File: config.mk
export PLATFORM = sky130hd
export DESIGN_NAME = ext_periph_harness
export DESIGN_NICKNAME = d
export VERILOG_FILES = /design/src/hw/harness_pkg.sv /design/src/hw/ext_periph_harness.sv /design/src/hw/switch_ack_model.sv /design/src/hw/gpio_cnt.sv /design/src/hw/scratch_ram.sv /design/src/hw/periph_reg_demux.sv /design/src/hw/periph_addr_decode.sv
export SDC_FILE = /design/constraint.sdc
export NUM_CORES = 2
export LEC_CHECK = 0
export ABC_CLOCK_PERIOD_IN_PS = 5650
export BUFFER_PORTS_ARGS = -buffer_cell sky130_fd_sc_hd__buf_4
export CAP_MARGIN = 20
export CORE_AREA = 2 2 547 277
export DETAILED_ROUTE_END_ITERATION = 10
export DIE_AREA = 0 0 549 279
export PLACE_DENSITY = 0.74
export SLEW_MARGIN = 30
export SYNTH_ARGS = -nofsm -noshare
export SYNTH_HDL_FRONTEND = slang
export SYNTH_SLANG_ARGS = --single-unit
export TNS_END_PERCENT = 100
File: constraint.sdc
create_clock -name clk_i -period 5.65 [get_ports clk_i]
set_clock_uncertainty 0.05 [all_clocks]
set_input_delay 1.13 -clock clk_i [delete_from_list [all_inputs] [get_ports clk_i]]
set_output_delay 1.13 -clock clk_i [all_outputs]
set_load 0.05 [all_outputs]
File: src/hw/harness_pkg.sv
////////////////////////////////////////
// Harness package
// Bus widths, address map, slot indices
////////////////////////////////////////

`default_nettype none

package harness_pkg;

  // Register bus
  localparam int unsigned REG_ADDR_W = 12;
  localparam int unsigned REG_DATA_W = 32;

  typedef logic [REG_ADDR_W-1:0] reg_addr_t;
  typedef logic [REG_DATA_W-1:0] reg_data_t;

  // Peripheral slots
  localparam int unsigned PERIPH_NUM   = 3;
  localparam int unsigned PERIPH_IDX_W = 2;

  typedef logic [PERIPH_IDX_W-1:0] periph_idx_t;

  localparam periph_idx_t SCRATCH_IDX  = 2'd0;
  localparam periph_idx_t GPIO_CNT_IDX = 2'd1;
  localparam periph_idx_t POWER_IDX    = 2'd2;

  // End address is exclusive
  typedef struct packed {
    periph_idx_t idx;
    reg_addr_t   start_addr;
    reg_addr_t   end_addr;
  } addr_rule_t;

  localparam addr_rule_t [PERIPH_NUM-1:0] PERIPH_ADDR_RULES = '{
    '{idx: POWER_IDX, start_addr: 12'h200, end_addr: 12'h210},
    '{idx: GPIO_CNT_IDX, start_addr: 12'h100, end_addr: 12'h110},
    '{idx: SCRATCH_IDX, start_addr: 12'h000, end_addr: 12'h100}
  };

  // Register offsets inside a block
  localparam reg_addr_t OFS_CNT    = 12'h000;
  localparam reg_addr_t OFS_SWITCH = 12'h000;
  localparam reg_addr_t OFS_ACK    = 12'h004;

  // Interrupt vector
  localparam int unsigned INTR_W         = 2;
  localparam int unsigned INTR_GPIO_WRAP = 0;
  localparam int unsigned INTR_POWER_ACK = 1;

endpackage

`default_nettype wire
File: src/hw/ext_periph_harness.sv
////////////////////////////////////////
// External peripheral harness
// Decoder, demux, peripherals, IRQs
////////////////////////////////////////

`default_nettype none

module ext_periph_harness
  import harness_pkg::*;
#(
  parameter int unsigned SCRATCH_WORDS = 64,
  parameter int unsigned CNT_MAX       = 8,
  parameter int unsigned NUM_DOMAINS   = 4,
  parameter int unsigned ACK_LATENCY   = 15
) (
  input  logic                   clk_i,
  input  logic                   reset_i,
  input  logic                   req_i,
  input  logic                   we_i,
  input  reg_addr_t              addr_i,
  input  reg_data_t              wdata_i,
  output logic                   rsp_valid_o,
  output reg_data_t              rdata_o,
  output logic                   err_o,
  input  logic                   gpio_i,
  output logic                   gpio_o,
  output logic [NUM_DOMAINS-1:0] power_switch_n_o,
  output logic [NUM_DOMAINS-1:0] power_ack_n_o,
  output logic [INTR_W-1:0]      intr_o
);

  periph_idx_t                  sel_idx;
  logic                         sel_valid;
  logic        [PERIPH_NUM-1:0] slot_req;
  reg_data_t   [PERIPH_NUM-1:0] slot_rdata;
  logic                         gpio_wrap;
  logic                         power_ack_settled;

  periph_addr_decode periph_addr_decode_i (
    .addr_i (addr_i),
    .idx_o  (sel_idx),
    .valid_o(sel_valid)
  );

  periph_reg_demux periph_reg_demux_i (
    .clk_i       (clk_i),
    .reset_i     (reset_i),
    .req_i       (req_i),
    .sel_idx_i   (sel_idx),
    .sel_valid_i (sel_valid),
    .slot_req_o  (slot_req),
    .slot_rdata_i(slot_rdata),
    .rsp_valid_o (rsp_valid_o),
    .rdata_o     (rdata_o),
    .err_o       (err_o)
  );

  scratch_ram #(
    .SCRATCH_WORDS(SCRATCH_WORDS)
  ) scratch_ram_i (
    .clk_i  (clk_i),
    .req_i  (slot_req[SCRATCH_IDX]),
    .we_i   (we_i),
    .addr_i (addr_i),
    .wdata_i(wdata_i),
    .rdata_o(slot_rdata[SCRATCH_IDX])
  );

  gpio_cnt #(
    .CNT_MAX(CNT_MAX)
  ) gpio_cnt_i (
    .clk_i  (clk_i),
    .reset_i(reset_i),
    .req_i  (slot_req[GPIO_CNT_IDX]),
    .we_i   (we_i),
    .wdata_i(wdata_i),
    .rdata_o(slot_rdata[GPIO_CNT_IDX]),
    .gpio_i (gpio_i),
    .gpio_o (gpio_o),
    .wrap_o (gpio_wrap)
  );

  switch_ack_model #(
    .NUM_DOMAINS(NUM_DOMAINS),
    .ACK_LATENCY(ACK_LATENCY)
  ) switch_ack_model_i (
    .clk_i           (clk_i),
    .reset_i         (reset_i),
    .req_i           (slot_req[POWER_IDX]),
    .we_i            (we_i),
    .addr_i          (addr_i),
    .wdata_i         (wdata_i),
    .rdata_o         (slot_rdata[POWER_IDX]),
    .power_switch_n_o(power_switch_n_o),
    .power_ack_n_o   (power_ack_n_o),
    .ack_settled_o   (power_ack_settled)
  );

  // Interrupt vector
  always_comb begin
    intr_o                 = '0;
    intr_o[INTR_GPIO_WRAP] = gpio_wrap;
    intr_o[INTR_POWER_ACK] = power_ack_settled;
  end

endmodule

`default_nettype wire

File: src/hw/switch_ack_model.sv
////////////////////////////////////////
// Power switch model
// Request register, delayed acknowledge
////////////////////////////////////////

`default_nettype none

module switch_ack_model
  import harness_pkg::*;
#(
  parameter int unsigned NUM_DOMAINS = 4,
  parameter int unsigned ACK_LATENCY = 15
) (
  input  logic                   clk_i,
  input  logic                   reset_i,
  input  logic                   req_i,
  input  logic                   we_i,
  input  reg_addr_t              addr_i,
  input  reg_data_t              wdata_i,
  output reg_data_t              rdata_o,
  output logic [NUM_DOMAINS-1:0] power_switch_n_o,
  output logic [NUM_DOMAINS-1:0] power_ack_n_o,
  output logic                   ack_settled_o
);

  logic [NUM_DOMAINS-1:0] switch_q;
  logic [NUM_DOMAINS-1:0] ack_line_q [ACK_LATENCY];
  logic [NUM_DOMAINS-1:0] ack_n;
  logic                   sel_switch;
  logic                   sel_ack;
  logic                   match;
  logic                   match_q;
  reg_data_t              rdata_q;

  // Block is 16 bytes wide
  assign sel_switch = (addr_i[3:0] == OFS_SWITCH[3:0]);
  assign sel_ack    = (addr_i[3:0] == OFS_ACK[3:0]);

  // Active-low request that resets with all domains off
  always_ff @(posedge clk_i) begin
    if (reset_i) begin
      switch_q <= '1;
    end else if (req_i && we_i && sel_switch) begin
      switch_q <= wdata_i[NUM_DOMAINS-1:0];
    end
  end

  // Stands in for the switch cell delay
  always_ff @(posedge clk_i) begin
    if (reset_i) begin
      for (int i = 0; i < ACK_LATENCY; i++) begin
        ack_line_q[i] <= '1;
      end
    end else begin
      ack_line_q[0] <= switch_q;
      for (int i = 1; i < ACK_LATENCY; i++) begin
        ack_line_q[i] <= ack_line_q[i-1];
      end
    end
  end

  assign ack_n = ack_line_q[ACK_LATENCY-1];
  assign match = (ack_n == switch_q);

  always_ff @(posedge clk_i) begin
    if (reset_i) begin
      match_q <= 1'b1;
    end else begin
      match_q <= match;
    end
  end

  // First cycle of agreement after a mismatch
  assign ack_settled_o = match && !match_q;

  always_ff @(posedge clk_i) begin
    if (req_i) begin
      if (we_i) begin
        rdata_q <= '0;
      end else if (sel_switch) begin
        rdata_q <= REG_DATA_W'(switch_q);
      end else if (sel_ack) begin
        rdata_q <= REG_DATA_W'(ack_n);
      end else begin
        rdata_q <= '0;
      end
    end
  end

  assign rdata_o          = rdata_q;
  assign power_switch_n_o = switch_q;
  assign power_ack_n_o    = ack_n;

endmodule

`default_nettype wire

File: src/hw/gpio_cnt.sv
////////////////////////////////////////
// GPIO edge counter
// Counts rising edges, toggles on wrap
////////////////////////////////////////

`default_nettype none

module gpio_cnt
  import harness_pkg::*;
#(
  parameter int unsigned CNT_MAX = 8
) (
  input  logic      clk_i,
  input  logic      reset_i,
  input  logic      req_i,
  input  logic      we_i,
  input  reg_data_t wdata_i,
  output reg_data_t rdata_o,
  input  logic      gpio_i,
  output logic      gpio_o,
  output logic      wrap_o
);

  localparam int unsigned CNT_W = $clog2(CNT_MAX + 1);

  logic             sync_q1;
  logic             sync_q2;
  logic             rise;
  logic             at_last;
  logic [CNT_W-1:0] cnt_q;
  logic             gpio_q;
  logic             wrap_q;
  reg_data_t        rdata_q;

  assign rise    = sync_q1 && !sync_q2;
  assign at_last = (cnt_q == CNT_W'(CNT_MAX - 1));

  always_ff @(posedge clk_i) begin
    if (reset_i) begin
      sync_q1 <= 1'b0;
      sync_q2 <= 1'b0;
      cnt_q   <= '0;
      gpio_q  <= 1'b0;
      wrap_q  <= 1'b0;
    end else begin
      sync_q1 <= gpio_i;
      sync_q2 <= sync_q1;
      wrap_q  <= 1'b0;
      // Clear by write has priority over an edge
      if (req_i && we_i) begin
        cnt_q <= '0;
      end else if (rise) begin
        if (at_last) begin
          cnt_q  <= '0;
          gpio_q <= !gpio_q;
          wrap_q <= 1'b1;
        end else begin
          cnt_q <= cnt_q + 1'b1;
        end
      end
    end
  end

  // Writes clear the count and answer with zero
  always_ff @(posedge clk_i) begin
    if (req_i) begin
      rdata_q <= we_i ? '0 : REG_DATA_W'(cnt_q);
    end
  end

  assign rdata_o = rdata_q;
  assign gpio_o  = gpio_q;
  assign wrap_o  = wrap_q;

endmodule

`default_nettype wire

File: src/hw/scratch_ram.sv
////////////////////////////////////////
// Scratch memory peripheral
// Word-addressed read/write storage
////////////////////////////////////////

`default_nettype none

module scratch_ram
  import harness_pkg::*;
#(
  parameter int unsigned SCRATCH_WORDS = 64
) (
  input  logic      clk_i,
  input  logic      req_i,
  input  logic      we_i,
  input  reg_addr_t addr_i,
  input  reg_data_t wdata_i,
  output reg_data_t rdata_o
);

  localparam int unsigned WORD_AW = $clog2(SCRATCH_WORDS);

  reg_data_t              mem [SCRATCH_WORDS];
  logic     [WORD_AW-1:0] word_idx;
  reg_data_t              rdata_q;

  // Byte address to word index
  assign word_idx = addr_i[WORD_AW+1:2];

  always_ff @(posedge clk_i) begin
    if (req_i && we_i) begin
      mem[word_idx] <= wdata_i;
    end
  end

  // Writes answer with zero
  always_ff @(posedge clk_i) begin
    if (req_i) begin
      rdata_q <= we_i ? '0 : mem[word_idx];
    end
  end

  assign rdata_o = rdata_q;

endmodule

`default_nettype wire

File: src/hw/periph_reg_demux.sv
////////////////////////////////////////
// Register demultiplexer
// Routes strobes, returns slot responses
////////////////////////////////////////

`default_nettype none

module periph_reg_demux
  import harness_pkg::*;
(
  input  logic                             clk_i,
  input  logic                             reset_i,
  input  logic                             req_i,
  input  periph_idx_t                      sel_idx_i,
  input  logic                             sel_valid_i,
  output logic        [PERIPH_NUM-1:0]     slot_req_o,
  input  reg_data_t   [PERIPH_NUM-1:0]     slot_rdata_i,
  output logic                             rsp_valid_o,
  output reg_data_t                        rdata_o,
  output logic                             err_o
);

  logic        rsp_valid_q;
  logic        err_q;
  periph_idx_t idx_q;

  // Strobe goes to the selected slot only
  always_comb begin
    for (int i = 0; i < PERIPH_NUM; i++) begin
      slot_req_o[i] = req_i && sel_valid_i && (sel_idx_i == periph_idx_t'(i));
    end
  end

  always_ff @(posedge clk_i) begin
    if (reset_i) begin
      rsp_valid_q <= 1'b0;
      err_q       <= 1'b0;
    end else begin
      rsp_valid_q <= req_i;
      err_q       <= req_i && !sel_valid_i;
    end
  end

  // Selection kept for the response cycle
  always_ff @(posedge clk_i) begin
    if (req_i) begin
      idx_q <= sel_idx_i;
    end
  end

  assign rsp_valid_o = rsp_valid_q;
  assign err_o       = err_q;

  // Unmapped accesses return zero
  assign rdata_o = (rsp_valid_q && !err_q) ? slot_rdata_i[idx_q] : '0;

endmodule

`default_nettype wire

File: src/hw/periph_addr_decode.sv
////////////////////////////////////////
// Peripheral address decoder
// Finds the slot that owns an address
////////////////////////////////////////

`default_nettype none

module periph_addr_decode
  import harness_pkg::*;
(
  input  reg_addr_t   addr_i,
  output periph_idx_t idx_o,
  output logic        valid_o
);

  logic [PERIPH_NUM-1:0] rule_hit;

  // One comparator pair per rule
  always_comb begin
    for (int i = 0; i < PERIPH_NUM; i++) begin
      rule_hit[i] = (addr_i >= PERIPH_ADDR_RULES[i].start_addr) &&
                    (addr_i < PERIPH_ADDR_RULES[i].end_addr);
    end
  end

  // Rules do not overlap, so at most one hit
  always_comb begin
    idx_o   = '0;
    valid_o = 1'b0;
    for (int i = 0; i < PERIPH_NUM; i++) begin
      if (rule_hit[i]) begin
        idx_o   = PERIPH_ADDR_RULES[i].idx;
        valid_o = 1'b1;
      end
    end
  end

endmodule

`default_nettype wire

Word-level counts from Yosys, hierarchy flattened
Memory sizes are Yosys's and may differ from the RTL's. A register that Yosys moved wholly into a read port is not among the register bits.
Cells that the tools add are included.
{"block": "word_totals", "ff_bits": 81, "ram_bits": 2108, "input_bits": 49, "output_inout_bits": 45, "elab_cells": 104, "n_memories": 2}
{"name": "scratch_ram_i.mem", "depth": 64, "word_bits": 32, "read_ports": 1, "rd_clocked_by_memory_dff": 1, "write_ports": 1, "line_no": "scratch_ram.sv:23", "source": "reg_data_t mem [SCRATCH_WORDS];"}
{"name": "switch_ack_model_i.ack_line_q", "depth": 15, "word_bits": 4, "read_ports": 15, "rd_clocked_by_memory_dff": 0, "write_ports": 15, "line_no": "switch_ack_model.sv:27", "source": "logic [NUM_DOMAINS-1:0] ack_line_q [ACK_LATENCY];"}
{"block": "op_classes", "n_addsub": 1, "n_lt_le_gt_ge": 7, "eq_ne": 5, "mux": 32, "bitwise": 17, "n_reduce_logical": 26}
{"op": "two-way mux 4 bit", "n": 18}
{"op": "binary-select mux 32 bit (select 2 bit)", "n": 1}
{"op": "two-way mux 32 bit", "n": 2}
{"op": "< comparator 12 x 9 -> 1 bit, second input constant", "n": 2}
{"op": "logical AND 1 bit", "n": 15}
{"op": "bitwise OR 1 bit", "n": 15}
{"op": ">= comparator 12 x 1 -> 1 bit, second input constant", "n": 1}
{"op": ">= comparator 12 x 10 -> 1 bit, second input constant", "n": 1}
{"op": ">= comparator 12 x 9 -> 1 bit, second input constant", "n": 1}
{"op": "< comparator 12 x 10 -> 1 bit, second input constant", "n": 1}
{"op": "two-way mux 1 bit", "n": 10}
{"op": "== test 4 x 3 -> 1 bit, second input constant", "n": 2}
{"op": "logical NOT 1 bit", "n": 5}
{"op": "adder 4 x 1 -> 4 bit, second input constant", "n": 1}
{"op": "== test 4 bit", "n": 1}
{"op": "logical NOT 4 bit", "n": 1}
{"op": "OR reduction 2 bit", "n": 2}
{"op": "< comparator 2 x 3 -> 1 bit, second input constant", "n": 1}
{"op": "AND reduction 3 bit", "n": 1}
{"op": "OR reduction 3 bit", "n": 1}
{"op": "== test 2 x 1 -> 1 bit, second input constant", "n": 1}
{"op": "== test 2 bit, second input constant", "n": 1}
{"op": "logical NOT 2 bit", "n": 1}
{"op": "two-way mux 2 bit", "n": 1}
{"op": "NOT 1 bit", "n": 2}

Longest topological paths before layout
{"block": "logic_depth", "ltp_word": 10, "mapped_depth": 9, "ltp_nobuf": 6}

By module
Synthesis repeated with hierarchy kept, for this count alone.
{"block": "hier_totals", "hier_cells": 5056, "hier_area_um2": 85415.7}
{"mod": "scratch_ram", "n_inst": 1, "cells_per_inst": 4621, "area_each_um2": 80960.1, "seq_area_each_um2": 62459.9}
{"mod": "switch_ack_model", "n_inst": 1, "cells_per_inst": 200, "area_each_um2": 2298.5, "seq_area_each_um2": 1421.4}
{"mod": "periph_reg_demux", "n_inst": 1, "cells_per_inst": 159, "area_each_um2": 1401.3, "seq_area_each_um2": 100.1}
{"mod": "gpio_cnt", "n_inst": 1, "cells_per_inst": 68, "area_each_um2": 678.2, "seq_area_each_um2": 280.3}
{"mod": "periph_addr_decode", "n_inst": 1, "cells_per_inst": 6, "area_each_um2": 62.6, "seq_area_each_um2": 0.0}
{"mod": "ext_periph_harness", "n_inst": 1, "cells_per_inst": 2, "area_each_um2": 15.0, "seq_area_each_um2": 0.0}

Worst setup path before layout
No wires, ideal clock.
{"block": "synth_path", "path_kind": "input-to-reg", "start": "input port addr_i[4]", "end": "memory scratch_ram_i.mem[27][0] (netlist bit), enable pin", "setup_time_ns": 0.421, "arrival_time_ns": 3.635, "t_required_ns": 5.179, "path_slack_ns": 1.544, "stages": 7, "n_path_buf": 4, "cell_sequence": "buf_2 buf_4 buf_2 buf_2 nor2_1 nand3_1 nor2_1"}
{"block": "synth_between", "elab_chain_cells": 10, "word_cells_on_any_way": 20, "cone_classes": "6 x order compare; 7 x mux; 7 x reduce/logical"}
{"item": "start: declaration", "line_no": "ext_periph_harness.sv:20", "source": "input reg_addr_t addr_i,"}
{"item": ">= comparator 12 x 1 -> 1 bit or < comparator 12 x 9 -> 1 bit (tied branches)", "line_no": "periph_addr_decode.sv:21, periph_addr_decode.sv:22"}
{"item": "logical AND 1 bit", "line_no": "periph_addr_decode.sv:21", "source": "rule_hit[i] = (addr_i >= PERIPH_ADDR_RULES[i].start_addr) &&"}
{"item": "two-way mux 1 bit (3 in series)", "line_no": "periph_addr_decode.sv:31", "source": "if (rule_hit[i]) begin"}
{"item": "logical AND 1 bit (2 in series)", "line_no": "periph_reg_demux.sv:30", "source": "slot_req_o[i] = req_i && sel_valid_i && (sel_idx_i == periph_idx_t'(i));"}
{"item": "logical AND 1 bit", "line_no": "scratch_ram.sv:31", "source": "if (req_i && we_i) begin"}
{"item": "two-way mux 1 bit", "line_no": "scratch_ram.sv:31"}
{"item": "two-way mux 1 bit (implied by the code)", "line_no": "scratch_ram.sv:32", "source": "mem[word_idx] <= wdata_i;"}
{"item": "end: declaration", "line_no": "scratch_ram.sv:23"}
Several ways; a longest one is shown, not always the timed one.

Worst setup path after layout
{"block": "layout_path", "start": "input port addr_i[2]", "end": "register scratch_ram_i.rdata_q[28] (netlist: scratch_ram_i.rdata_o[28]), read port of scratch_ram_i.mem, data pin"}
{"block": "layout_between", "elab_chain_cells": 7, "word_cells_on_any_way": 17, "cone_classes": "6 x order compare; 5 x mux; 6 x reduce/logical"}
{"item": ">= comparator 12 x 1 -> 1 bit or < comparator 12 x 9 -> 1 bit (tied branches)", "line_no": "periph_addr_decode.sv:21, periph_addr_decode.sv:22"}
{"item": "logical AND 1 bit", "line_no": "periph_addr_decode.sv:21"}
{"item": "two-way mux 1 bit (3 in series)", "line_no": "periph_addr_decode.sv:31"}
{"item": "logical AND 1 bit (2 in series)", "line_no": "periph_reg_demux.sv:30"}
{"item": "end: declaration", "line_no": "scratch_ram.sv:25", "source": "reg_data_t rdata_q;"}
Several ways; a longest one is shown, not always the timed one.
A chain may end at the register's enable or synchronous reset.

==> results.cfg <==
[placement]
place_ws_ps = 528.0
gp_congestion = 0.9206
dp_hpwl_um = 133900
portBuffers = 93

[clock_network]
h-tree-depth = 4
cts_resized = 0
clock_latency_ps = 810
cts_tree = done
clk_path_buf_depth = 3
numCtsBuffers = 180
path_clk_slew_ps = 70
clkSinkCount = 2165
holdBufCountCts = 0
cts_root_buffer = clkbuf_16
cts_setup_buffers = 0

[critical_path]
crit_arrival_ps = 4650
worst_r2r_path_depth = 4
path_max_fanout = 59
path_class = in -> reg
r2r_slack_ps = 2960
end_kind = register
required_ps = 6120
start_kind = input pin

[status]
outcome = finished clean

[power]
p_leak_nw = 28.33
vdd_drop_max_v = 0.0003065
p_total_mw = 31.37
p_per_area_nw_per_um2 = 342.2

[timing]
rsz0062_at_grt = false
worst_slew_pin_slew_ps = 1052
min_period_over_period_pct = 74.06
period_minus_slack_ps = 4184
setup_viol = 0
fin_worst_hold_slack_ps = 356.2
fmax_mhz = 239.0
relSlewSlack_pct = 29.34
hold_viol = 0
drv_slew = 0
finalSetupTns_ps = 0
setup_slack_ps = 1466

[drt]
drt.antenna.violating_nets = 0
vias = 41875
via_per_inst = 6.981
drt_iter0_markers = 7678
drc = 0
drt_first_pass_iters = 6
routedWlPerCell_um = 37.81
totalWireLength_um = 226800

[floorplan]
rows = 100
die_area_um2 = 153200
core_area_um2 = 148100
die_h_um = 279
die_w_um = 549
initial_utilization_pct = 54.93
ios = 94

[yosys]
ys.warnings.count = 0
synth_seq_cells = 2165
synth-edff-count = 2090
synth-seq-area-share_pct = 78.97
synth_area_um2 = 81380
syn_avg_cell_area_um2 = 22.59
synth_most_common_cell = edfxtp_1
synth_top_area_cell = edfxtp_1
async_reset_ff_share_pct = 0
dominantRegCellSynth = edfxtp_1
syn-num-nets = 3652
ys_top_cells_by_count = edfxtp_1 (2,090), mux4_2 (510), a22oi_1 (213)
synth_area_leaders = edfxtp_1 (77%), mux4_2 (14%), a22oi_1 (2.0%), dfxtp_1 (1.8%), buf_2 (0.47%)
netlist_instances = 3602
synth_top_area_share_pct = 77.12
ys_types = 55

[job]
maxCapViolCount = 0

[global_route]
overflow = 0
grt_pass1_wl_um = 314200
antenna_found_initial = 20
grt_max_degree = 72
grt_pass1_vias = 40059
track_usage_pct = 29.89

[worst_hold_path]
holdPathStages = 1
hold_path_class = reg -> reg

[cells_and_area]
fill_cells = 9653
nets = 3918
drive_gt1_share_pct = 29.69
syn_to_final_growth_pct = 12.65
-- area by class of cell --
| type | instances | area, um2 | share of cell area (%) |
|---|---|---|---|
| antenna | 4 | 10.01 | 0.01092 |
| clock buffer | 226 | 4825 | 5.263 |
| clock inverter | 93 | 899.6 | 0.9814 |
| inverter | 5 | 18.77 | 0.02047 |
| multi-input combinational | 1234 | 16650 | 18.16 |
| sequential | 2165 | 64260 | 70.10 |
| tap | 1989 | 2489 | 2.715 |
| timing repair buffer | 282 | 2520 | 2.749 |
-- per-stage QoR --
stage,util (%),cell area [um2],std cells
finish,61.88,91670,5998
global route,61.87,91660,5994
CTS,61.87,91660,5994
detailed placement,58.01,85940,5675
global placement,58.00,85930,5674
floorplan,-,81380,3602
-- placed cells by master (no fill, tap or decap), types with 6 or more instances in the layout --
cell type   instances
a21oi_1            21
a221o_1             6
and3_1             10
dfxtp_1            75
and2_1             33
and4_1             19
or2_2              61
mux2i_1             7
mux4_2            510
clkinv_2           30
edfxtp_1         2090
nand2_1            98
nor3_1             10
clkinvlp_4          7
a41oi_1            11
buf_4             249
o21ai_1             6
clkinv_1           34
a22oi_1           213
nor2_4             66
nor2b_1            19
a221oi_1            6
buf_12             31
nand4_1             9
nand3_1            12
clkbuf_16         186
bufinv_16          17
nand2b_1            7
a31oi_1             7
clkbuf_1           38
nor2_1             29
a22o_1             15
-- sequential cells by signal, summed over array words and instances, names as in the netlist --
register,cells
gpio_cnt_i.cnt_q,4
gpio_cnt_i.gpio_o,1
gpio_cnt_i.rdata_o,4
gpio_cnt_i.sync_q1,1
gpio_cnt_i.sync_q2,1
gpio_cnt_i.wrap_o,1
periph_reg_demux_i.err_o,1
periph_reg_demux_i.idx_q,2
periph_reg_demux_i.rsp_valid_o,1
scratch_ram_i.mem,2048
scratch_ram_i.rdata_o,32
switch_ack_model_i.ack_line_q,60
switch_ack_model_i.match_q,1
switch_ack_model_i.power_switch_n_o,4
switch_ack_model_i.rdata_o,4
-- routing by layer --
layer | vias up | share of wire, % | GRT usage (%)
li1 | 15753 | - | -
met1 | 21968 | 36 | 42.40
met2 | 3674 | 45 | 43.45
met3 | 462 | 16 | 10.18
met4 | 18 | 3.8 | 11.06
met5 | - | 0.14 | 0.7505
-- where the power goes --
part	switching [mW]	internal [mW]	total (mW)
combinational	0.938	0.476	1.41
sequential	0.00578	17.6	17.6
clock	5.55	6.81	12.4
-- worst max-delay path, stage by stage --
cell and delay, ps:
buf_8 640, buf_12 330, buf_4 430, mux4_2 590, a22oi_1 300, a21oi_1 120
o21ai_1 640, buf_4 230, a31oi_1 90
-- cells by family after synthesis --
kind of cell / share of synthesized area, %
DFF: 78.97
muxes: 14.27
and+or+nand+nor: 2.631
AOI/OAI and AO/OA: 2.763
buffers and inverters: 1.281
xor gates and xnor gates: 0.07534
adders and majority gates: 0.01537
-- path summary, 6_finish.rpt --
path                                                  start                                              to
min reg2reg  switch_ack_model_i.ack_line_q[5][1]$_SDFF_PP1_  switch_ack_model_i.ack_line_q[6][1]$_SDFF_PP1_
max                                               addr_i[2]         scratch_ram_i.rdata_o[28]$_SDFFCE_PP0P_
min          switch_ack_model_i.ack_line_q[5][1]$_SDFF_PP1_  switch_ack_model_i.ack_line_q[6][1]$_SDFF_PP1_
max reg2reg               scratch_ram_i.mem[6][9]$_DFFE_PP_          scratch_ram_i.rdata_o[9]$_SDFFCE_PP0P_
(Power assumes the default switching activity.)
